`src/logic/cpu_defines.svh`:
```
`ifndef CPU_DEFINES_SVH
`define CPU_DEFINES_SVH

// data path and byte address width.
`define CPU_WORD_WIDTH 32

// word address into the RAM slices, 512 words.
`define CPU_RAM_ADDR_WIDTH 9

// one embedded RAM slice holds a nibble.
`define CPU_SLICE_WIDTH 4

// LED display.
`define CPU_DISPLAY_WIDTH 16
`define CPU_DISPLAY_ADDR 32'h0000_07fe

`endif

```
`src/logic/cpu_pkg.sv`:
```
`default_nettype none

`include "cpu_defines.svh"

package cpu_pkg;

    typedef enum logic [3:0] {
        LDI = 4'h0, // acc = zero-extended operand.
        LDA = 4'h1,
        STA = 4'h2,
        ADD = 4'h3,
        SUB = 4'h4,
        JMP = 4'h5,
        JZ  = 4'h6, // jump when acc is zero.
        HLT = 4'h7
    } opcode_e;

    typedef enum logic [2:0] {
        FETCH,
        FETCH_WAIT,
        FETCH_DATA,
        EXECUTE,
        OPERAND_WAIT,
        OPERAND_DATA,
        HALTED
    } state_e;

    typedef struct packed {
        opcode_e     opcode;
        logic [11:0] reserved;
        logic [15:0] operand; // byte address or immediate.
    } instr_t;

    typedef struct packed {
        logic                       enable;
        logic                       write;
        logic [`CPU_WORD_WIDTH-1:0] addr;
        logic [`CPU_WORD_WIDTH-1:0] data;
    } mem_req_t;

endpackage

`default_nettype wire

```
`src/logic/cpu_core.sv`:
```
`default_nettype none
`timescale 1ns/1ns

`include "cpu_defines.svh"

module cpu_core (
    input  wire logic                         clk,
    input  wire logic                         rst_n,
    input  wire logic                         run,
    output cpu_pkg::mem_req_t                 mem_req,
    input  wire logic [`CPU_WORD_WIDTH-1:0]   rdata,
    output logic                              halted
);

    cpu_pkg::state_e              state;
    cpu_pkg::instr_t              ir;
    logic [`CPU_WORD_WIDTH-1:0]   pc;
    logic [`CPU_WORD_WIDTH-1:0]   acc;
    logic [`CPU_WORD_WIDTH-1:0]   operand_ext;
    logic                         fetching;
    logic                         branch_taken;

    assign operand_ext = `CPU_WORD_WIDTH'(ir.operand); // zero extended.

    assign fetching = (state == cpu_pkg::FETCH) ||
                      (state == cpu_pkg::FETCH_WAIT) ||
                      (state == cpu_pkg::FETCH_DATA);

    // only meaningful while in EXECUTE.
    assign branch_taken = (ir.opcode == cpu_pkg::JMP) ||
                          ((ir.opcode == cpu_pkg::JZ) && (acc == '0));

    assign halted = (state == cpu_pkg::HALTED);

    // enable stays high in every running state so reads take two clocks.
    always_comb begin
        mem_req.enable = run && (state != cpu_pkg::HALTED);
        mem_req.write  = (state == cpu_pkg::EXECUTE) && (ir.opcode == cpu_pkg::STA);
        mem_req.addr   = fetching ? pc : operand_ext;
        mem_req.data   = acc;
    end

    // instruction register, loaded once the fetched word is on rdata.
    always_ff @(posedge clk) begin
        if (run && (state == cpu_pkg::FETCH_DATA)) begin
            ir <= cpu_pkg::instr_t'(rdata);
        end
    end

    always_ff @(posedge clk or negedge rst_n) begin
        if (!rst_n) begin
            state <= cpu_pkg::FETCH;
            pc    <= '0;
            acc   <= '0;
        end else if (run) begin
            case (state)
                cpu_pkg::FETCH: begin
                    state <= cpu_pkg::FETCH_WAIT;
                end
                cpu_pkg::FETCH_WAIT: begin
                    state <= cpu_pkg::FETCH_DATA;
                end
                cpu_pkg::FETCH_DATA: begin
                    state <= cpu_pkg::EXECUTE;
                end
                cpu_pkg::EXECUTE: begin
                    if (branch_taken) begin
                        pc <= operand_ext;
                    end else begin
                        pc <= pc + `CPU_WORD_WIDTH'(4);
                    end
                    case (ir.opcode)
                        cpu_pkg::LDI: begin
                            acc   <= operand_ext;
                            state <= cpu_pkg::FETCH;
                        end
                        cpu_pkg::STA,
                        cpu_pkg::JMP,
                        cpu_pkg::JZ: begin
                            state <= cpu_pkg::FETCH; // store issued this cycle.
                        end
                        cpu_pkg::LDA,
                        cpu_pkg::ADD,
                        cpu_pkg::SUB: begin
                            state <= cpu_pkg::OPERAND_WAIT;
                        end
                        default: begin
                            state <= cpu_pkg::HALTED; // HLT and unused codes.
                        end
                    endcase
                end
                cpu_pkg::OPERAND_WAIT: begin
                    state <= cpu_pkg::OPERAND_DATA;
                end
                cpu_pkg::OPERAND_DATA: begin
                    case (ir.opcode)
                        cpu_pkg::LDA: acc <= rdata;
                        cpu_pkg::ADD: acc <= acc + rdata;
                        cpu_pkg::SUB: acc <= acc - rdata;
                        default:      acc <= acc;
                    endcase
                    state <= cpu_pkg::FETCH;
                end
                cpu_pkg::HALTED: begin
                    state <= cpu_pkg::HALTED; // only reset leaves.
                end
                default: begin
                    state <= cpu_pkg::FETCH;
                end
            endcase
        end
    end

endmodule

`default_nettype wire

```
`config.mk`:
```
export PLATFORM = sky130hd
export DESIGN_NAME = cpu_core
export DESIGN_NICKNAME = d
export VERILOG_FILES = /design/src/logic/cpu_pkg.sv /design/src/logic/cpu_core.sv
export VERILOG_INCLUDE_DIRS = /design/src /design/src/logic
export SDC_FILE = /design/constraint.sdc
export NUM_CORES = 1
export LEC_CHECK = 0
export ABC_AREA = 0
export BUFFER_PORTS_ARGS = -buffer_cell sky130_fd_sc_hd__buf_2
export CORE_ASPECT_RATIO = 0.7
export CORE_MARGIN = 3
export CORE_UTILIZATION = 36
export CTS_CLUSTER_DIAMETER = 50
export DETAILED_ROUTE_END_ITERATION = 16
export GPL_TIMING_DRIVEN = 0
export REMOVE_ABC_BUFFERS = 1
export SYNTH_ARGS = -nofsm -noshare
export SYNTH_HDL_FRONTEND = slang
export SYNTH_SLANG_ARGS = --single-unit
export TNS_END_PERCENT = 20
```
`constraint.sdc`:
```
create_clock -name clk -period 4.75 [get_ports clk]
set_clock_uncertainty 0.2 [all_clocks]
set_input_delay 0.475 -clock clk [delete_from_list [all_inputs] [get_ports clk]]
set_output_delay 0.475 -clock clk [all_outputs]
set_load 0.02 [all_outputs]
```
# After elaboration in Yosys (flattened, before gate mapping)

Cells that the tools add are included.

Register bits after elaboration: 87
Input bits: 35
Word-level logic and storage cells: 45

Add/subtract/negate cells: 3
Equality and inequality tests: 15
Muxes and demuxes: 7
Reduce and logical (&&, ||, !) cells: 15

Operators by type and width:

| cell                    | count |
|---|---|
| $mux W32                | 3 |
| $pmux W32 S3            | 1 |
| $pmux W32 S2            | 1 |
| $add A32 B3 Y32 const B | 1 |
| $add A32 B32 Y32        | 1 |
| $logic_not A32 Y1       | 1 |
| $sub A32 B32 Y32        | 1 |
| $pmux W3 S6             | 1 |
| $eq A4 B3 Y1 const B    | 3 |
| $eq A3 B3 Y1 const B    | 3 |
| $eq A4 B2 Y1 const B    | 2 |
| $eq A3 B2 Y1 const B    | 2 |
| $pmux W3 S2             | 1 |
| $eq A4 B1 Y1 const B    | 1 |
| $logic_and A1 B1 Y1     | 4 |
| $logic_not A4 Y1        | 1 |
| $ne A4 B4 Y1 const B    | 1 |
| $reduce_and A4 Y1       | 1 |
| $reduce_or A4 Y1        | 1 |
| $eq A3 B1 Y1 const B    | 1 |
| $logic_not A3 Y1        | 1 |
| $logic_or A1 B1 Y1      | 3 |
| $ne A3 B3 Y1 const B    | 1 |
| $reduce_or A3 Y1        | 1 |
| other kinds (3)         | 3 |

# Depth between registers and ports, before layout

Word-level depth: 4
Gate-level depth with buffers: 18
Gate-level depth less buffers: 17

# Worst setup path after synthesis

Ideal clock, no wire load.

Kind: input port to flip-flop
Start: in rdata[10]
End: reg acc[31]
Library setup time: 0.120 ns
Arrival: 3.871 ns
Data required time: 4.430 ns
Path slack: 0.559 ns
Stages: 15
Cells stage by stage: or4_4 -> nor4_2 -> nand2_1 -> or2_2 -> clkbuf_1 -> o31ai_1 -> xor2_1 -> ha_1 -> clkbuf_1 -> and3_1 -> and4_4 -> a21oi_4 -> o21ai_2 -> or4_1 -> a31o_1

Longest elaborated chain between the ends: 3

Ends and longest elaborated chain:

| element                                                     | line                           | RTL |
|---|---|---|
| from (decl)                                                 | cpu_core.sv:11                 | `` input wire logic [`CPU_WORD_WIDTH-1:0] rdata, `` |
| $sub A32 B32 Y32 / $add A32 B32 Y32 (equally long branches) | cpu_core.sv:99, cpu_core.sv:98 |  |
| $pmux W32 S3 *                                              | cpu_core.sv:96                 | `case (ir.opcode)` |
| $pmux W32 S2 *                                              | cpu_core.sv:56                 | `case (state)` |
| to (signal assigned)                                        | cpu_core.sv:97                 | `cpu_pkg::LDA: acc <= rdata;` |
| to (signal assigned)                                        | cpu_core.sv:98                 | `cpu_pkg::ADD: acc <= acc + rdata;` |
| to (signal assigned)                                        | cpu_core.sv:99                 | `cpu_pkg::SUB: acc <= acc - rdata;` |
| to (decl)                                                   | cpu_core.sv:18                 | `` logic [`CPU_WORD_WIDTH-1:0] acc; `` |

Mark *: on every way between the ends. The rest lies on a longest branch, timed or not.
A chain may end at the register's enable or synchronous reset.

# Final worst setup path

Ends and elaborated chain as after synthesis.

==> out/results.txt <==
post-synthesis mux area share: 3.97%
Avg Cell Area, Syn: 8.32 um^2
Post-Synth Simple-Gate Area: 21.7%
sequential area share after synthesis: 33.2%
number of clock sinks: 87
fin area: 8010 um^2
IO Port Bufs: 101
DP Cell Count: 1133
critical path fanouts, max: 7
clk buf depth: 2
CTS tree: built
drt drc: 0
Die Footprint: 20800 um^2
Routed WL per cell: 18.6 um
synth warn: 0
Worst-path clk slew: 0.07 ns
DP Area: 7690 um^2
register bit total from synthesis: 87
routed vias: 6520
Reg2Reg Setup Slack: 0.35 ns
Lkg Pwr: 3.79 nW
Post-synth top flop: dfrtp_1
RSZ-0062 raised after global routing: false
first-pass GRT wire length: 34000 um
I/O pin cnt: 102
status: completed
initial antenna violation count: 1
total grt overflow: 0
Synth area leader: dfrtp_1
Die X-Extent: 171 um
count of different cell masters after synthesis: 69
top post-synthesis cells by area: dfrtp_1 24%, edfxtp_1 8.7%, ha_1 6.0%
post-synth top area share: 24.4%
Hold WC Path Type: input pin to register
drt pass-1 iters: 6
Syn-to-layout area delta: 16.8%
minimum clock period: 4.45 ns
xor/xnor share of the synthesized area: 9.04%
Power Total: 0.00371 W
dpl ws: -0.149 ns
Layout Cells excl Fill: 1151
final count of negative-setup-slack endpoints: 0
Worst setup EP type: register
Max Fclk: 224 MHz
fraction of layout cells with a size suffix above 1: 18.1%
largest family of logic cells by synthesized area: compound AO/OA/AOI/OAI gates
vias in the first global route: 6054
Nets: 978
post-synthesis compound-gate area fraction: 22.6%
number of core rows: 41
Post-synth ARST share: 77.0%
final count of pins violating max slew: 0
post-route ant nets: 0
H-tree depth: 3
post-DP HPWL: 16000 um
Core Footprint: 18400 um^2
clock latency on the worst-skew pair: 0.36 ns
Final Cycle Share: 93.8%
cells after synthesis: 825
worst slew pin tran: 1.26 ns
gpl congestion: 0.893
clock root buffer: clkbuf_16
Inserted Clock Buffers: 9
total track usage: 20.9%
setup bufs post-CTS: 0
Via-to-Cell Ratio: 5.66
CP Data Arrival Time: 4.50 ns
Critical Path Start Type: input pin
Post-synth EDFFs: 20
Crit Path Category: input pin to register
Mapped Area: 6860 um^2
Fin. Hold Viols: 0
adder-cell share of the synthesized area: 6.31%
pin count of the biggest net entering global routing: 51
fin worst setup slack: 0.295 ns
WL final: 21400 um
Max VDD drop: 0.236 mV
Initial Utilization: 37.4%
DR iter-0 viols: 605
Slew Limit Headroom: 15.8%
Die Y: 122 um
hold slack: 0.139 ns
PwrDens: 463 nW/um^2
max-cap violations: 0
worst path required time: 4.80 ns
worst max-delay path, cell delays in order:
cell and delay (ns):
buf_2 0.13, or4_4 0.56, nor4_2 0.36, nand2_1 0.18
or2_2 0.38, o21ai_0 0.21, xor2_1 0.17, ha_1 0.32
a21o_1 0.21, a21oi_1 0.26, o21ai_0 0.21, a21oi_4 0.20
o21ai_2 0.12, or4_1 0.52, a31o_1 0.22
placed cells by master (no fill, tap or decap), types with 15 or more instances in the layout:
master,instances
ha_1,33
nand2_1,97
dfrtp_1,67
mux2_2,18
inv_1,24
xnor2_1,30
a21oi_1,72
nor2_1,71
nand3_1,31
edfxtp_1,20
o21ai_0,61
nor4_1,15
and2_1,19
a21o_1,24
buf_2,100
xor2_1,39
o31ai_1,15
kinds of logic after synthesis:
logic type | count (synthesis)
flip-flops | 87
AND/OR/NAND/NOR | 306
multiplexers | 25
XOR/XNOR | 70
buffers and inverters | 59
adder cells (fa/ha/maj) | 34
AO/OA/AOI/OAI | 244
cell type report:
| type | instances | area [um^2] |
|---|---|---|
| sequential | 87 | 2280 |
| multi-input combinational | 679 | 4420 |
| inverter | 24 | 90.1 |
| antenna | 1 | 2.50 |
| clock inverter | 4 | 28.8 |
| clock buffer | 12 | 267 |
| fill | 1887 | 10400 |
| tap | 236 | 295 |
| timing repair buffer | 108 | 634 |
worst paths after layout:
kind                           start       end  cells past startpoint
setup / recovery           rdata[10]   acc[31]                     15
hold / removal             rdata[31]    ir[31]                      1
setup reg to reg              ir[31]   acc[31]                     13
hold reg to reg               pc[16]    pc[16]                      1
max in group asynchronous      rst_n   acc[13]                      3
min in group asynchronous      rst_n  state[0]                      2
synth_stat cells (4+ instances only):
| master | instances |
|---|---|
| and2_1 | 19 |
| mux2i_1 | 7 |
| ha_1 | 33 |
| clkbuf_1 | 34 |
| nor2b_1 | 4 |
| xor2_1 | 39 |
| o211ai_1 | 11 |
| o221ai_1 | 6 |
| inv_1 | 24 |
| or3_1 | 5 |
| nor4_1 | 15 |
| o211a_1 | 4 |
| a21o_1 | 24 |
| dfrtp_1 | 67 |
| or2_2 | 4 |
| a211oi_1 | 9 |
| xnor2_1 | 30 |
| nor3_1 | 10 |
| nor2_1 | 73 |
| and3_1 | 11 |
| nand4_1 | 10 |
| o21ai_0 | 61 |
| or4_1 | 5 |
| nand2b_1 | 6 |
| o21a_1 | 4 |
| mux2_2 | 18 |
| a221oi_1 | 5 |
| edfxtp_1 | 20 |
| a21oi_1 | 74 |
| nand3_1 | 31 |
| o31ai_1 | 15 |
| nand2_1 | 98 |
per-layer routing:
layer | global-route usage, % | wire [um] | up-vias
li1 | - | - | 3175
met1 | 34.0 | 11200 | 3090
met2 | 28.1 | 8360 | 236
met3 | 3.83 | 1550 | 19
met4 | 4.32 | 257 | 0
met5 | 0 | 0 | -
stage by stage:
stage,utilization [%],setup TNS (ns)
finish,43.6,0
global route,43.6,0
CTS,43.5,0
detailed placement,41.9,-0.642
global placement,41.0,-21.33
floorplan,-,0
state kept, by name (all words and copies together) (netlist names):
| name | count |
|---|---|
| acc | 32 |
| ir | 20 |
| pc | 32 |
| state | 3 |
report_power, final:
| part | switching [W] | total [W] | internal (W) |
|---|---|---|---|
| clock | 0.000323 | 0.000721 | 0.000398 |
| sequential | 0.000229 | 0.00116 | 0.000929 |
| combinational | 0.00112 | 0.00183 | 0.000713 |
| total | 0.00167 | 0.00371 | 0.00204 |
repair_timing:
| item | CTS | global route |
|---|---|---|
| endpoints found under the setup margin | 10 | 10 |
| hold endpoints to repair | 17 | 0 |
| resized for setup | 1 | 3 |
| hold buffers | 1 | 0 |
Power figures use the tool's default switching activity.
